**src/tile_pkg.sv**
```systemverilog
`default_nettype none

package tile_pkg;

	// Track geometry, four sides with four tracks each
	localparam int NUM_SIDES = 4;
	localparam int NUM_TRACKS = 4;
	localparam int TILE_TRACKS = NUM_SIDES * NUM_TRACKS;

	localparam int CFG_W = 32;

	// PE opcodes, anything else decodes as LUT
	localparam logic [2:0] OP_LUT = 3'd0;
	localparam logic [2:0] OP_ADD = 3'd1;
	localparam logic [2:0] OP_SUB = 3'd2;

	// ~~~~~~~~~~~~~~~~~~~~~~~~~~~~~~~~~~~~~~~~~~~~~~~~~~~~~~~~~~~~~~~~~~~~~~~~~~~~
	// One configuration word, read as switch selects or as PE fields
	// ~~~~~~~~~~~~~~~~~~~~~~~~~~~~~~~~~~~~~~~~~~~~~~~~~~~~~~~~~~~~~~~~~~~~~~~~~~~~
	typedef union packed {
		// Select for outbound track 4*side+track sits at bits 2*idx+1:2*idx
		logic [TILE_TRACKS-1:0][1:0] sel;
		struct packed {
			logic [CFG_W-16:0] rsvd;
			logic [3:0] lut; // Truth table indexed by {a,b}
			logic [3:0] sel_b;
			logic [3:0] sel_a;
			logic [2:0] opcode;
		} pe;
	} tile_cfg_u;

endpackage

`default_nettype wire

```
**src/run_timer.sv**
```systemverilog
`timescale 1ns/1ps
`default_nettype none

module run_timer #(
	parameter int CYCLE_W = 16
) (
	input wire clk,
	input wire reset,
	input wire load_i,
	input wire [CYCLE_W-1:0] cycles_i,
	output logic last_o
);

	logic [CYCLE_W-1:0] count_q;

	// Counts down to zero and then rests there
	always_ff @(posedge clk) begin
		if (reset) begin
			count_q <= '0;
		end else if (load_i) begin
			count_q <= cycles_i;
		end else if (count_q != '0) begin
			count_q <= count_q - 1'b1;
		end
	end

	// High during the final enabled cycle of a run
	assign last_o = (count_q == {{(CYCLE_W-1){1'b0}}, 1'b1});

endmodule

`default_nettype wire

```
**src/tile_ctrl.sv**
```systemverilog
`timescale 1ns/1ps
`default_nettype none

module tile_ctrl #(
	parameter int CYCLE_W = 16
) (
	input wire clk,
	input wire reset,
	input wire cfg_we_i,
	input wire start_i,
	input wire [CYCLE_W-1:0] cycles_i,
	input wire last_i,
	output logic sb_cfg_we_o,
	output logic pe_cfg_we_o,
	output logic timer_load_o,
	output logic run_en_o,
	output logic busy_o,
	output logic done_o
);

	localparam logic [1:0] ST_IDLE = 2'd0;
	localparam logic [1:0] ST_WAIT_PE = 2'd1;
	localparam logic [1:0] ST_READY = 2'd2;
	localparam logic [1:0] ST_RUN = 2'd3;

	logic [1:0] state_q;
	logic [1:0] state_nxt;

	// ~~~~~~~~~~~~~~~~~~~~~~~~~~~~~~~~~~~~~~~~~~~~~~~~~~~~~~~~~~~~~~~~~~~~~~~~~~~~
	// Write steering and start acceptance
	// ~~~~~~~~~~~~~~~~~~~~~~~~~~~~~~~~~~~~~~~~~~~~~~~~~~~~~~~~~~~~~~~~~~~~~~~~~~~~
	assign sb_cfg_we_o = cfg_we_i && (state_q == ST_IDLE || state_q == ST_READY);
	assign pe_cfg_we_o = cfg_we_i && (state_q == ST_WAIT_PE);

	// A write in the same cycle takes priority over the start
	assign timer_load_o = start_i && !cfg_we_i && (state_q == ST_READY)
		&& (cycles_i != '0);

	assign run_en_o = (state_q == ST_RUN);
	assign busy_o = (state_q == ST_RUN);

	always_comb begin
		state_nxt = state_q;
		case (state_q)
			ST_IDLE: if (cfg_we_i) state_nxt = ST_WAIT_PE;
			ST_WAIT_PE: if (cfg_we_i) state_nxt = ST_READY;
			ST_READY: begin
				if (cfg_we_i) begin
					state_nxt = ST_WAIT_PE; // Reconfiguration restarts the pair
				end else if (timer_load_o) begin
					state_nxt = ST_RUN;
				end
			end
			default: if (last_i) state_nxt = ST_READY;
		endcase
	end

	always_ff @(posedge clk) begin
		if (reset) begin
			state_q <= ST_IDLE;
			done_o <= 1'b0;
		end else begin
			state_q <= state_nxt;
			done_o <= (state_q == ST_RUN) && last_i;
		end
	end

endmodule

`default_nettype wire

```
**src/switch_box.sv**
```systemverilog
`timescale 1ns/1ps
`default_nettype none

module switch_box (
	input wire clk,
	input wire reset,
	input wire cfg_we_i,
	input tile_pkg::tile_cfg_u cfg_data_i,
	input wire [tile_pkg::TILE_TRACKS-1:0] in_tracks_i,
	input wire pe_out_i,
	output logic [tile_pkg::TILE_TRACKS-1:0] out_tracks_o
);

	tile_pkg::tile_cfg_u cfg_q;

	// Routing configuration, all selects start at 0
	always_ff @(posedge clk) begin
		if (reset) begin
			cfg_q <= '0;
		end else if (cfg_we_i) begin
			cfg_q <= cfg_data_i;
		end
	end

	// ~~~~~~~~~~~~~~~~~~~~~~~~~~~~~~~~~~~~~~~~~~~~~~~~~~~~~~~~~~~~~~~~~~~~~~~~~~~~
	// Track multiplexers
	// ~~~~~~~~~~~~~~~~~~~~~~~~~~~~~~~~~~~~~~~~~~~~~~~~~~~~~~~~~~~~~~~~~~~~~~~~~~~~
	// Select k of 0..2 takes side (s+1+k) mod 4, and the track index is shifted
	// by that source side so neighbouring sides do not all land on one track

	for (genvar s = 0; s < tile_pkg::NUM_SIDES; s++) begin : g_side
		for (genvar t = 0; t < tile_pkg::NUM_TRACKS; t++) begin : g_track
			localparam int OUT_IDX = s * tile_pkg::NUM_TRACKS + t;

			localparam int SIDE_0 = (s + 1) % tile_pkg::NUM_SIDES;
			localparam int SIDE_1 = (s + 2) % tile_pkg::NUM_SIDES;
			localparam int SIDE_2 = (s + 3) % tile_pkg::NUM_SIDES;

			localparam int SRC_0 = SIDE_0 * tile_pkg::NUM_TRACKS
				+ (t + SIDE_0 + 3) % tile_pkg::NUM_TRACKS;
			localparam int SRC_1 = SIDE_1 * tile_pkg::NUM_TRACKS
				+ (t + SIDE_1 + 3) % tile_pkg::NUM_TRACKS;
			localparam int SRC_2 = SIDE_2 * tile_pkg::NUM_TRACKS
				+ (t + SIDE_2 + 3) % tile_pkg::NUM_TRACKS;

			logic [3:0] cand;

			// Select 3 feeds the PE result back into the fabric
			assign cand = {pe_out_i, in_tracks_i[SRC_2], in_tracks_i[SRC_1],
				in_tracks_i[SRC_0]};

			assign out_tracks_o[OUT_IDX] = cand[cfg_q.sel[OUT_IDX]];
		end
	end

endmodule

`default_nettype wire

```
**src/bit_pe.sv**
```systemverilog
`timescale 1ns/1ps
`default_nettype none

module bit_pe (
	input wire clk,
	input wire reset,
	input wire cfg_we_i,
	input tile_pkg::tile_cfg_u cfg_data_i,
	input wire start_i,
	input wire run_en_i,
	input wire [tile_pkg::TILE_TRACKS-1:0] in_tracks_i,
	output logic pe_out_o
);

	tile_pkg::tile_cfg_u cfg_q;

	logic op_a;
	logic op_b;
	logic is_arith;
	logic is_sub;
	logic carry_q;
	logic sum;
	logic carry_nxt;

	// Cleared config decodes as LUT with an all-zero table
	always_ff @(posedge clk) begin
		if (reset) begin
			cfg_q <= '0;
		end else if (cfg_we_i) begin
			cfg_q <= cfg_data_i;
		end
	end

	// ~~~~~~~~~~~~~~~~~~~~~~~~~~~~~~~~~~~~~~~~~~~~~~~~~~~~~~~~~~~~~~~~~~~~~~~~~~~~
	// Operand pick and serial arithmetic
	// ~~~~~~~~~~~~~~~~~~~~~~~~~~~~~~~~~~~~~~~~~~~~~~~~~~~~~~~~~~~~~~~~~~~~~~~~~~~~
	assign op_a = in_tracks_i[cfg_q.pe.sel_a];
	assign is_sub = (cfg_q.pe.opcode == tile_pkg::OP_SUB);
	assign is_arith = (cfg_q.pe.opcode == tile_pkg::OP_ADD) || is_sub;
	assign op_b = in_tracks_i[cfg_q.pe.sel_b] ^ is_sub; // Subtract adds the complement

	assign sum = op_a ^ op_b ^ carry_q;
	assign carry_nxt = (op_a & op_b) | (op_a & carry_q) | (op_b & carry_q);

	always_ff @(posedge clk) begin
		if (reset) begin
			carry_q <= 1'b0;
			pe_out_o <= 1'b0;
		end else if (start_i) begin
			carry_q <= is_sub; // Borrow-in of the two's complement
		end else if (run_en_i) begin
			if (is_arith) begin
				pe_out_o <= sum;
				carry_q <= carry_nxt;
			end else begin
				pe_out_o <= cfg_q.pe.lut[{op_a, op_b}];
			end
		end
	end

endmodule

`default_nettype wire

```
**src/cgra_tile.sv**
```systemverilog
`timescale 1ns/1ps
`default_nettype none

module cgra_tile #(
	parameter int CYCLE_W = 16
) (
	input wire clk,
	input wire reset,
	input wire cfg_we_i,
	input wire [tile_pkg::CFG_W-1:0] cfg_data_i,
	input wire start_i,
	input wire [CYCLE_W-1:0] cycles_i,
	input wire [tile_pkg::TILE_TRACKS-1:0] in_tracks_i,
	output logic [tile_pkg::TILE_TRACKS-1:0] out_tracks_o,
	output logic pe_out_o,
	output logic busy_o,
	output logic done_o
);

	logic sb_cfg_we;
	logic pe_cfg_we;
	logic timer_load;
	logic run_en;
	logic last_cycle;
	logic pe_out;

	tile_ctrl #(.CYCLE_W(CYCLE_W)) u_ctrl (
		.clk(clk),
		.reset(reset),
		.cfg_we_i(cfg_we_i),
		.start_i(start_i),
		.cycles_i(cycles_i),
		.last_i(last_cycle),
		.sb_cfg_we_o(sb_cfg_we),
		.pe_cfg_we_o(pe_cfg_we),
		.timer_load_o(timer_load),
		.run_en_o(run_en),
		.busy_o(busy_o),
		.done_o(done_o)
	);

	run_timer #(.CYCLE_W(CYCLE_W)) u_timer (
		.clk(clk),
		.reset(reset),
		.load_i(timer_load),
		.cycles_i(cycles_i),
		.last_o(last_cycle)
	);

	switch_box u_sb (
		.clk(clk),
		.reset(reset),
		.cfg_we_i(sb_cfg_we),
		.cfg_data_i(cfg_data_i),
		.in_tracks_i(in_tracks_i),
		.pe_out_i(pe_out),
		.out_tracks_o(out_tracks_o)
	);

	// The accepted start doubles as the carry preset
	bit_pe u_pe (
		.clk(clk),
		.reset(reset),
		.cfg_we_i(pe_cfg_we),
		.cfg_data_i(cfg_data_i),
		.start_i(timer_load),
		.run_en_i(run_en),
		.in_tracks_i(in_tracks_i),
		.pe_out_o(pe_out)
	);

	assign pe_out_o = pe_out;

endmodule

`default_nettype wire

```
**config.mk**
```make
export PLATFORM = sky130hd
export DESIGN_NAME = cgra_tile
export DESIGN_NICKNAME = d
export VERILOG_FILES = /design/src/tile_pkg.sv /design/src/run_timer.sv /design/src/tile_ctrl.sv /design/src/switch_box.sv /design/src/bit_pe.sv /design/src/cgra_tile.sv
export SDC_FILE = /design/constraint.sdc
export NUM_CORES = 1
export LEC_CHECK = 0
export ABC_AREA = 1
export BUFFER_PORTS_ARGS = -buffer_cell sky130_fd_sc_hd__buf_4
export CORE_UTILIZATION = 37
export DETAILED_ROUTE_END_ITERATION = 6
export SETUP_SLACK_MARGIN = 0.4
export SLEW_MARGIN = 20
export SYNTH_ARGS = -nofsm -noshare
export SYNTH_HDL_FRONTEND = slang
export SYNTH_HIERARCHICAL = 1
export SYNTH_SLANG_ARGS = --single-unit
```
**constraint.sdc**
```tcl
create_clock -name clk -period 1.9 [get_ports clk]
set_input_delay 0.38 -clock clk [delete_from_list [all_inputs] [get_ports clk]]
set_output_delay 0.38 -clock clk [all_outputs]
set_load 0.05 [all_outputs]
```
# After elaboration in Yosys (flattened, before gate mapping)
# Index checks and enable logic that the tools add are counted.
dict set report word_totals {
  ff_bits 68
  inputBits 68
}
dict set report op_classes {
  bitwise_logic 9
  n_reduce_logical 19
  eq_ne 9
  n_lt_le_gt_ge 19
  muxes 50
  addsub 1
}
# op count
set op_table {}
lappend op_table {{$lt A2 B3 Y1 const B} 17}
lappend op_table {{$bmux W1 S2} 17}
lappend op_table {{$mux W16} 2}
lappend op_table {{$reduce_bool A16 Y1} 2}
lappend op_table {{$mux W1} 23}
lappend op_table {{$eq A16 B1 Y1 const B} 1}
lappend op_table {{$sub A16 B1 Y16 const B} 1}
lappend op_table {{$lt A4 B5 Y1 const B} 2}
lappend op_table {{$mux W2} 5}
lappend op_table {{$bmux W1 S4} 2}
lappend op_table {{$logic_and A1 B1 Y1} 6}
lappend op_table {{$pmux W2 S3} 1}
lappend op_table {{$reduce_bool A2 Y1} 3}
lappend op_table {{$eq A2 B2 Y1 const B} 2}
lappend op_table {{$ne A2 B2 Y1 const B} 2}
lappend op_table {{$reduce_and A2 Y1} 2}
lappend op_table {{$reduce_and A4 Y1} 1}
lappend op_table {{$reduce_bool A4 Y1} 1}
lappend op_table {{$and A1 B1 Y1} 3}
lappend op_table {{$eq A3 B1 Y1 const B} 1}
lappend op_table {{$eq A3 B2 Y1 const B} 1}
lappend op_table {{$ne A3 B3 Y1 const B} 1}
lappend op_table {{$xor A1 B1 Y1} 3}
lappend op_table {{$eq A2 B1 Y1 const B} 1}
lappend op_table {{other kinds (5)} 7}

# Depth between registers and ports, before layout
# Gate-level depths: netlist of run 1.
dict set report depth {
  depth_word 9
  mapped_depth 14
  depth_no_buf 13
}

# By module
# The synthesis of run 1 kept the hierarchy.
# module cells_each n_inst area_per_inst_um2
set by_module_without_submodules {}
lappend by_module_without_submodules {switch_box 301 1 2011.9}
lappend by_module_without_submodules {run_timer 179 1 1142.3}
lappend by_module_without_submodules {bit_pe 170 1 1118.6}
lappend by_module_without_submodules {tile_ctrl 51 1 315.3}

# Least setup slack after synthesis of run 1
# No wires, ideal clock.
dict set report synth_path {
  path_kind {register -> output}
  from {register u_pe.pe_out_o}
  to {output out_tracks_o[0] (netlist name)}
  arrival_ns 1.490
  path_slack_ns 0.030
  required_ns 1.520
  path_buffers 1
  stages_incl_launch_ff 6
  path_cell_list {dfxtp_1 inv_1 buf_4 nand2_1 nand3_1 nand2_1}
}
dict set report synth_via {
  elab_chain_len 2
}
# element line
set synth_lines {}
lappend synth_lines {{start: declaration} bit_pe.sv:12} ;# output logic pe_out_o
lappend synth_lines {{start signal: assignment} bit_pe.sv:53} ;# pe_out_o <= sum;
lappend synth_lines {{start signal: assignment} bit_pe.sv:56} ;# pe_out_o <= cfg_q.pe.lut[{op_a, op_b}];
lappend synth_lines {{$bmux W1 S2} switch_box.sv:52} ;# assign out_tracks_o[OUT_IDX] = cand[cfg_q.sel[OUT_IDX]];
lappend synth_lines {{$mux W1 (not written as such)} switch_box.sv:52}
lappend synth_lines {{end: declaration} cgra_tile.sv:14} ;# output logic [tile_pkg::TILE_TRACKS-1:0] out_tracks_o,
# No other way between the ends. The select of a mux whose other input is x is not followed.

# Worst setup path in the final report of run 1
dict set report layout_path {
  from {register u_pe/cfg_q[7] (netlist name)}
  to {register u_pe.pe_out_o}
}
dict set report layout_via {
  elab_chain_len 6
  elab_cells_between_ends 8
  cone_classes {mux (5); bitwise (3)}
}
# element line
set layout_lines {}
lappend layout_lines {{start: declaration} bit_pe.sv:15} ;# tile_pkg::tile_cfg_u cfg_q;
lappend layout_lines {{start signal: assignment} bit_pe.sv:30} ;# cfg_q <= cfg_data_i;
lappend layout_lines {{$bmux W1 S4 *} bit_pe.sv:40} ;# assign op_b = in_tracks_i[cfg_q.pe.sel_b] ^ is_sub;
lappend layout_lines {{$mux W1 (not written as such) *} bit_pe.sv:40}
lappend layout_lines {{$xor A1 B1 Y1 *} bit_pe.sv:40}
lappend layout_lines {{$bmux W1 S2 / $xor A1 B1 Y1 (equally long branches)} {bit_pe.sv:56, bit_pe.sv:42}}
lappend layout_lines {{$mux W1 (not written as such) / $xor A1 B1 Y1 (equally long branches)} {bit_pe.sv:56, bit_pe.sv:42}}
lappend layout_lines {{$mux W1 *} bit_pe.sv:52} ;# if (is_arith) begin
# Every way passes the cells marked *; elsewhere a longest branch is shown, timed or not. The select of a mux whose other input is x is not followed.
# A chain may end at the register's enable or synchronous reset.

==> impl_metrics.yaml, run 1 <==
floorplan:
  die_w_um: 113
  row_count: 40
  io_pins: 87
  core_mm2: 0.0121
  die_h_um: 113
  dieArea_mm2: 0.0128
  start_util: 0.380
final_layout:
  final_cell_mix: "157 x nand2_1, 93 x buf_4, 93 x inv_1"
  nets: 896
  fin_util: 0.573
  final_common_cell: "nand2_1"
  drive_above_1_share: 0.444
  area_delta_synth_final_pct: 50.7
  diodes: 0
  n_fill_cell: 1120
drt:
  dr.first_iter.drc_count: 281
  drc_errors: 0
  vias: 4882
  finalWirelength_um: 14800
  ant_nets: 0
  drtPass1Iterations: 7
  via_per_inst: 4.92
  wl_per_cell_um: 14.9
clocking:
  clkSinkCount: 68
  clock_path_buffers: 2
  cts-root-buf: "clkbuf_16"
  clock_latency_ps: 340
  cts_tree: "done"
  numCtsBuffers: 9
  hold_buffers: 0
  clkTransAtPathRegs_ps: 60
  htree_levels: 3
grt:
  grt_pass1_vias: 4521
  grt_pass1_wl_um: 21900
  grt_use_total: 0.219
  antenna_found_initial: 0
  grt_max_degree: 35
  grt-ovfl-total: 0
run_status:
  outcome: "finished, violations left"
  violations: "negative setup slack"
setup_path:
  setup.worst_path.end_class: "flop"
  arrival_ps: 2190
  crit_chain: "buf_6 -> or2_1 -> nand3_2 -> nand3_2 -> nand3_4 -> nand2_4 -> nand2_4 -> nand2_4 -> fa_1 -> nor2_1 -> nor2_1 -> nand2_1 -> a21oi_2"
  cp_num_buf_inv: 1
  cp-start-kind: "flop"
  worstPathRequired_ps: 2170
  cp_slowest_stage_delay_ps: 470
  critPathMostFrequentCell: "nand2_4"
  crit_fanout: 5
  critical-path-top-delay-family: "simple AND/OR/NAND/NOR gates"
  crit_type: "flop to flop"
  worst_path_max_delay_cell: "fa_1"
synthesis:
  syn_inst: 701
  ys_ff_latch: 68
  syn_nets: 776
  syn_avg_cell_area_um2: 6.55
  synthArstFlopShare: 0
  synth_edf_count: 0
  synth_seq_area_share: 0.297
  synth_cell_types: 39
  ys.flop_type: "dfxtp_1"
  yosysWarnings: 6
  mappedNetlistArea_mm2: 0.00459
sta:
  fin_ws_ps: -24.1
  finalSetupViolCount: 2
  worstMarginPinSlew_ps: 286
  clock_skew_ps: 6.93
  hold_viol: 0
  rsz0062_at_grt: "yes"
  period_minus_slack_ps: 1920
  max_freq_mhz: 520
  slew_headroom: 0.809
  hold_ws_ps: 289
  fin_crit_sh: 1.01
  slew_viol_final: 0
placement:
  place_ws_ps: -95.9
  hpwl_um: 9600
  gp_congestion: 0.861
  io_buffers: 86
pwr:
  p_leak_uw: 0.00301
  ir_drop_mv: 0.837
  powerDensity_mw_per_mm2: 1330
run:
  max-cap-violations: 0
worst_hold_path:
  hold_class: "primary input to flop"
-- cells in the mapped netlist (3+ instances only) --
| library cell | n | area share |
|---|---|---|
| nand2_1 | 214 | 0.18 |
| inv_1 | 104 | 0.085 |
| dfxtp_1 | 68 | 0.30 |
| nand3_1 | 64 | 0.070 |
| nor2_1 | 56 | 0.046 |
| nand2_2 | 37 | 0.050 |
| a21oi_2 | 32 | 0.061 |
| a21oi_1 | 22 | 0.024 |
| a211oi_1 | 11 | 0.018 |
| o21ai_0 | 7 | 0.0076 |
| buf_2 | 6 | 0.0065 |
| clkbuf_1 | 6 | 0.0049 |
| ha_1 | 6 | 0.016 |
| buf_6 | 5 | 0.012 |
| nand2_4 | 5 | 0.012 |
| nand3_2 | 5 | 0.011 |
| nand3b_1 | 5 | 0.0082 |
| o211ai_1 | 5 | 0.0082 |
| xor2_1 | 5 | 0.0095 |
| inv_2 | 4 | 0.0033 |
| nor2_4 | 4 | 0.0098 |
| buf_12 | 3 | 0.013 |
| nor2_2 | 3 | 0.0041 |
| o21ai_1 | 3 | 0.0033 |
| or2_2 | 3 | 0.0041 |
-- logic make-up (layout without fill, tap and decap cells) --
logic type / count (synthesis) / after routing / synth area share
adder cells (fa/ha/maj): 7 / 7 / 0.0207
buffers and inverters: 133 / 256 / 0.133
flip-flops: 68 / 68 / 0.297
XOR/XNOR: 5 / 5 / 0.00954
AO/OA/AOI/OAI: 83 / 83 / 0.130
AND/OR/NAND/NOR: 405 / 406 / 0.411
-- state kept, by name, indices dropped and copies added, names as in the netlist --
| register | count |
|---|---|
| u_timer/count_q | 16 |
| u_ctrl/state_q | 2 |
| u_pe/pe_out_o | 1 |
| u_pe/carry_q | 1 |
| u_sb/cfg_q | 32 |
| u_ctrl/done_o | 1 |
| u_pe/cfg_q | 15 |
-- final timing paths --
kind | from | end | slack, ps | cells past startpoint
setup / recovery | u_pe/cfg_q[7] | u_pe/pe_out_o | -20 | 13
hold / removal | cfg_data_i[8] | u_sb/cfg_q[8] | 290 | 3
setup reg to reg | u_pe/cfg_q[7] | u_pe/pe_out_o | -20 | 13
hold reg to reg | u_pe/cfg_q[13] | u_pe/cfg_q[13] | 470 | 2
-- power breakdown --
group	internal [uW]	leakage, uW	switching (uW)
sequential	1770	0.000567	395
combinational	2260	0.00231	3200
clock	944	0.000135	624
total	4970	0.00301	4220
-- final cells by class --
class,count,area [um^2],share of cell area
Multi-Input combinational cell,501,3230,0.467
Timing Repair inverter,4,63.8,0.00923
Inverter,110,474,0.0686
Clock buffer,13,260,0.0376
Timing Repair Buffer,127,1270,0.183
Clock inverter,2,10.0,0.00145
Sequential cell,68,1400,0.202
Tap cell,168,210,0.0304
-- through the flow --
step | TNS (ps) | area (um^2) | std cells | total power (uW)
finish | -43.8 | 6920 | 993 | 9190
global route | -240 | 6920 | 993 | 9780
CTS | -31.9 | 6380 | 976 | 8140
detailed placement | -155 | 5520 | 948 | 5970
global placement | -125 | 5520 | 948 | 5900
floorplan | 0 | 4690 | 701 | 5210
-- worst register-to-register path: stages (launching register included) --
cell and delay (ps):
dfxtp_2 330, buf_6 120, or2_1 220, nand3_2 70, nand3_2 90, nand3_4 100
nand2_4 60, nand2_4 70, nand2_4 50, fa_1 470, nor2_1 40, nor2_1 70
nand2_1 60, a21oi_2 100
-- metal layers --
layer | vias to the layer above | part of all wire | GRT usage
met5 | - | 0 | 0
met3 | 25 | 0.045 | 0.0295
met1 | 2290 | 0.45 | 0.285
met4 | 0 | 0.024 | 0.0912
met2 | 141 | 0.48 | 0.365
li1 | 2426 | - | -
-- what timing repair did --
| action | 4_1_cts | 5_1_grt |
|---|---|---|
| cloned | 2 | 9 |
| setup endpoints to repair | 69 | 74 |
| resized for setup | 127 | 89 |
| pin swaps | 48 | 29 |
| buffers inserted | 11 | 8 |
No activity file was read; power rests on OpenSTA's default activity.
==> run 2: changes to the inputs <==
--- a/config.mk
+++ b/config.mk
@@ -9,6 +9,7 @@
 export BUFFER_PORTS_ARGS = -buffer_cell sky130_fd_sc_hd__buf_4
 export CORE_UTILIZATION = 37
 export DETAILED_ROUTE_END_ITERATION = 6
+export PLACE_DENSITY = 0.58
 export SETUP_SLACK_MARGIN = 0.4
 export SLEW_MARGIN = 20
 export SYNTH_ARGS = -nofsm -noshare
==> run 2 against run 1 <==
  * The flow still finishes with violations (negative setup slack)
  * Global-route usage is 1.3 points higher
  * Clock skew decreased by 0.77 ps
  * Cell count is 0.30% higher
  * Worst setup slack got worse by 22 ps
  * Register-to-register slack lost 20 ps
  * Critical path depth did not move
  * Via count fell by 0.84%
  * Hold slack gained 5.7 ps
  * Sequential power is essentially flat
  * Die area unchanged
  * Combinational power is 4.6% lower
  * Critical path type unchanged
==> impl_metrics.yaml, run 2 (synthesis results as in run 1) <==
final_layout:
  area_delta_synth_final_pct: 49.1
  nets: 898
  fin_util: 0.567
  top_regs: "u_sb/cfg_q: 32 flops, u_timer/count_q: 16 flops, u_pe/cfg_q: 15 flops"
  final_common_cell: "nand2_1"
  final_cell_mix: "171 x nand2_1, 97 x buf_4, 93 x inv_1"
  seq_area_mm2: 0.00140
  drive_above_1_share: 0.437
  n_fill_cell: 1137
  largest_reg_flops: 32
  multi_input_area_mm2: 0.00319
  top_register: "u_sb/cfg_q"
  diodes: 0
clocking:
  clock_latency_ps: 330
  cts-root-buf: "clkbuf_16"
  htree_levels: 3
  clkTransAtPathRegs_ps: 60
  clock_path_buffers: 2
  hold_buffers: 0
  clkSinkCount: 68
  numCtsBuffers: 9
  cts_tree: "done"
pwr:
  powerDensity_mw_per_mm2: 1320
  p_total_uw: 9030
  sw_frac_of_total: 0.448
  clkPwrFrac: 0.186
  p_int_uw: 4990
  combPwrFrac: 0.576
  ir_drop_mv: 0.827
  switching_power_uw: 4050
  seqPwrFrac: 0.238
  p_leak_uw: 0.00296
floorplan:
  core_mm2: 0.0121
  io_pins: 87
  row_count: 40
  start_util: 0.380
  die_h_um: 113
  die_w_um: 113
  dieArea_mm2: 0.0128
sta:
  tns_ps: -46.6
  slew_headroom: 0.758
  period_minus_slack_ps: 1950
  hold_ws_ps: 294
  fin_crit_sh: 1.02
  hold_viol: 0
  clock_skew_ps: 6.16
  finalSetupViolCount: 1
  worstMarginPinSlew_ps: 362
  max_freq_mhz: 514
  slew_viol_final: 0
  rsz0062_at_grt: "yes"
  fin_ws_ps: -46.6
setup_path:
  crit_chain: "buf_6 -> or2_1 -> nand3_2 -> nand3_2 -> nand3_4 -> nand2_4 -> nand2_4 -> nand2_4 -> fa_1 -> nor2_1 -> nor2_1 -> nand2_1 -> a21oi_2"
  worstPathRequired_ps: 2160
  crit_type: "flop to flop"
  worst_path_max_delay_cell: "fa_1"
  reg2regPathDepth: 13
  cp_num_buf_inv: 1
  cp_slowest_stage_delay_ps: 470
  setup.worst_path.end_class: "flop"
  cp-start-kind: "flop"
  critical-path-top-delay-family: "simple AND/OR/NAND/NOR gates"
  critPathMostFrequentCell: "nand2_4"
  r2r-end: "u_pe/pe_out_o"
  crit_fanout: 5
  arrival_ps: 2210
  r2r-start: "u_pe/cfg_q[7]"
  r2r_setup_slack_ps: -50
worst_hold_path:
  hold-path-endpoint: "u_sb/cfg_q[31]"
  worstHoldStart: "cfg_data_i[31]"
  hold_class: "primary input to flop"
  whs_path_depth: 3
drt:
  via_per_inst: 4.86
  vias: 4841
  finalWirelength_um: 14400
  drc_errors: 0
  dr.first_iter.drc_count: 273
  drtPass1Iterations: 4
  wl_per_cell_um: 14.4
  ant_nets: 0
grt:
  antenna_found_initial: 0
  grt_pass1_vias: 4755
  grt_max_degree: 26
  grt_pass1_wl_um: 23300
  grt-ovfl-total: 0
  grt_use_total: 0.232
run_status:
  outcome: "finished, violations left"
  violations: "negative setup slack"
placement:
  place_ws_ps: -81.2
  hpwl_um: 9680
  io_buffers: 86
  gp_congestion: 0.846
run:
  max-cap-violations: 0
-- run 2: changes by cell type in the layout (fill, tap and decap cells not counted), moves of 4 or more --
cell | before | now
a21oi_2 | 34 | 38
a21oi_1 | 20 | 16
nand2_2 | 57 | 52
nand2_1 | 157 | 171
buf_4 | 93 | 97
nand2_4 | 41 | 32
buf_6 | 5 | 10
-- run 2: worst max path at each step --
stage / slack, ps / depth (start not counted) / from / to
finish: -50 / 13 / u_pe/cfg_q[7] / u_pe/pe_out_o
global route: -130 / 13 / u_pe/cfg_q[7] / u_pe/pe_out_o
CTS: -30 / 13 / u_pe/cfg_q[7] / u_pe/pe_out_o
detailed placement: -80 / 11 / in_tracks_i[4] / u_pe/pe_out_o
global placement: -70 / 13 / in_tracks_i[4] / u_pe/pe_out_o
floorplan: 80 / 13 / u_pe/cfg_q[7] / u_pe/pe_out_o
-- run 2: area by class of cell --
class	count	share of cell area
Multi-Input combinational cell	500	0.466
Sequential cell	68	0.204
Timing Repair Buffer	130	0.181
Inverter	110	0.0690
Clock buffer	12	0.0360
Tap cell	168	0.0307
Clock inverter	4	0.00714
Timing Repair inverter	4	0.00622
-- run 2: timing repair --
action                     in CTS  in global routing
buffers inserted               17                  8
setup endpoints to repair      69                 82
gates resized for setup       139                 72
pin swaps                      48                 16
cloned                          5                  2
-- run 2: worst register-to-register path, delay by kind of cell, from the launching register on --
| kind | cells | cell delay, ps |
|---|---|---|
| DFF | 1 | 360 |
| and+or+nand+nor | 10 | 820 |
| buffers and inverters | 1 | 130 |
| adders and majority gates | 1 | 470 |
| AOI/OAI and AO/OA | 1 | 110 |
-- run 2: power by group through the flow --
stage                     Clock [uW]  Sequential [uW]  Combinational, uW
after floorplan                    0             2000               3210
after detailed placement           0             2060               3890
after global routing            1780             2190               5670
after global placement             0             2060               3820
final                           1680             2150               5210
after CTS                       1720             2110               4790
-- run 2: metal layers --
layer	routed length, um	part of all wire	track usage	vias to the layer above
li1	-	-	-	2428
met1	6700	0.47	0.310	2258
met3	675	0.047	0.0391	25
met5	0	0	0	-
met2	6690	0.47	0.374	130
met4	314	0.022	0.0877	0
-- run 2: per-stage QoR --
| step | std cells | cell area (um^2) |
|---|---|---|
| after floorplan | 701 | 4690 |
| after global placement | 948 | 5500 |
| after detailed placement | 948 | 5500 |
| after CTS | 986 | 6540 |
| after global routing | 996 | 6840 |
| final | 996 | 6840 |
==> run 3: changes to the inputs <==
--- a/config.mk
+++ b/config.mk
@@ -7,9 +7,10 @@
 export LEC_CHECK = 0
 export ABC_AREA = 1
 export BUFFER_PORTS_ARGS = -buffer_cell sky130_fd_sc_hd__buf_4
+export CORE_MARGIN = 8
 export CORE_UTILIZATION = 37
 export DETAILED_ROUTE_END_ITERATION = 6
-export PLACE_DENSITY = 0.58
+export PLACE_DENSITY = 0.56
 export SETUP_SLACK_MARGIN = 0.4
 export SLEW_MARGIN = 20
 export SYNTH_ARGS = -nofsm -noshare
==> constraint.sdc (replaced) <==
create_clock -name clk -period 2.4 [get_ports clk]
set_input_delay 0.48 -clock clk [delete_from_list [all_inputs] [get_ports clk]]
set_output_delay 0.48 -clock clk [all_outputs]
set_load 0.05 [all_outputs]
==> run 3 against run 2 <==
  * Core utilization is 8.8 points lower
  * Die area grew 26%
  * Hold slack better by 96 ps
  * Clock skew up 0.94 ps
  * Largest cell class unchanged
  * Critical path type unchanged
  * Final area is 15% lower
  * The flow now finishes without violations
  * Register-to-register slack better by 450 ps
  * Highest routed layer unchanged
==> impl_metrics.yaml, run 3 (synthesis results as in run 1) <==
floorplan:
  start_util: 0.380
  die_h_um: 127
  io_pins: 87
  row_count: 40
  dieArea_mm2: 0.0162
  core_mm2: 0.0121
  die_w_um: 127
grt:
  grt_use_total: 0.165
  grt_pass1_vias: 4490
  grt_max_degree: 47
  antenna_found_initial: 0
  grt_pass1_wl_um: 21700
  grt-ovfl-total: 0
pwr:
  clkPwrFrac: 0.251
  combPwrFrac: 0.489
  ir_drop_mv: 0.395
  switching_power_uw: 2720
  p_total_uw: 6220
  powerDensity_mw_per_mm2: 1080
  p_int_uw: 3490
  seqPwrFrac: 0.260
  p_leak_uw: 0.00263
  sw_frac_of_total: 0.438
final_layout:
  drive_above_1_share: 0.286
  top_register: "u_sb/cfg_q"
  fin_util: 0.479
  diodes: 0
  largest_reg_flops: 32
  final_cell_mix: "214 x nand2_1, 100 x inv_1, 96 x buf_4"
  nets: 864
  top_regs: "u_sb/cfg_q: 32 flops, u_timer/count_q: 16 flops, u_pe/cfg_q: 15 flops"
  seq_area_mm2: 0.00137
  n_fill_cell: 1264
  final_common_cell: "nand2_1"
  area_delta_synth_final_pct: 26.0
  multi_input_area_mm2: 0.00264
placement:
  io_buffers: 86
  place_ws_ps: 259
  hpwl_um: 10100
  gp_congestion: 0.873
clocking:
  clkSinkCount: 68
  cts_tree: "done"
  clock_latency_ps: 340
  clock_path_buffers: 2
  clkTransAtPathRegs_ps: 60
  hold_buffers: 0
  cts-root-buf: "clkbuf_16"
  htree_levels: 3
  numCtsBuffers: 9
drt:
  vias: 4546
  dr.first_iter.drc_count: 238
  drc_errors: 0
  wl_per_cell_um: 13.7
  via_per_inst: 4.73
  ant_nets: 0
  drtPass1Iterations: 5
  finalWirelength_um: 13200
setup_path:
  crit_type: "flop to flop"
  crit_fanout: 5
  setup.worst_path.end_class: "flop"
  worstPathRequired_ps: 2610
  setup.worst_path.start: "u_pe/cfg_q[7]"
  cp-start-kind: "flop"
  arrival_ps: 2210
  r2r-start: "u_pe/cfg_q[7]"
sta:
  slew_viol_final: 0
  fin_ws_ps: 404
  max_freq_mhz: 501
  clock_skew_ps: 7.10
  hold_viol: 0
  worstMarginPinSlew_ps: 459
  finalSetupViolCount: 0
  fin_crit_sh: 0.832
  slew_headroom: 0.691
  tns_ps: 0
  period_minus_slack_ps: 2000
  rsz0062_at_grt: "yes"
run_status:
  outcome: "finished clean"
worst_hold_path:
  worstHoldStart: "cfg_data_i[31]"
  hold_class: "primary input to flop"
run:
  max-cap-violations: 0
[run 3: cell count changes in the layout (fill, tap and decap cells not counted), sizes merged]
cell,delta
buf,-31
bufinv,+2
clkbuf,-3
clkinv,-4
clkinvlp,+4
inv,-2
[run 3: metal layers]
| layer | vias up | wire length [um] | global-route usage |
|---|---|---|---|
| met4 | 0 | 226 | 0.0630 |
| met1 | 2082 | 6380 | 0.215 |
| met5 | - | 0 | 0 |
| met3 | 19 | 639 | 0.0349 |
| li1 | 2357 | - | - |
| met2 | 88 | 5920 | 0.261 |
[run 3: area by class of cell]
cell class / instances / area share
multi-input combinational: 500 / 0.457
sequential: 68 / 0.237
timing repair buffer: 99 / 0.134
inverter: 110 / 0.0745
clock buffer: 9 / 0.0390
tap: 168 / 0.0364
clock inverter: 7 / 0.0214
timing repair inverter: 1 / 0.00130
[run 3: critical path: stages, from the launching register on]
cell and delay (ps):
dfxtp_4 360, buf_6 120, or2_1 230, nand3_2 60, nand3_2 80, nand3_4 90, nand2_4 60, nand2_4 70
nand2_4 50, fa_1 400, a311oi_2 260, a211oi_1 80
[run 3: timing repair]
action,in CTS,in global routing
gates cloned,0,1
setup endpoints to repair,18,29
gates resized for setup,4,15
buffers inserted,1,7
[run 3: worst paths after layout]
path,end,slack (ps),cells past startpoint
min reg2reg,u_pe/cfg_q[12],480,2
max reg2reg,u_pe/carry_q,400,11
max,u_pe/carry_q,400,11
min,u_sb/cfg_q[31],390,3
[run 3: per-stage QoR]
stage / cell area, um^2 / hold slack, ps / instances
floorplan: 4590 / 436 / 701
CTS: 5690 / 381 / 954
finish: 5780 / 391 / 962
detailed placement: 5310 / 471 / 937
global route: 5780 / 401 / 962
global placement: 5310 / 464 / 937
[run 3: power by group through the flow]
stage	logic (uW)	registers [uW]	clock network, uW
final	3040	1620	1560
after global routing	3410	1650	1640
after CTS	2990	1620	1590
after detailed placement	2970	1640	0
after global placement	2920	1630	0
after floorplan	2470	1580	0
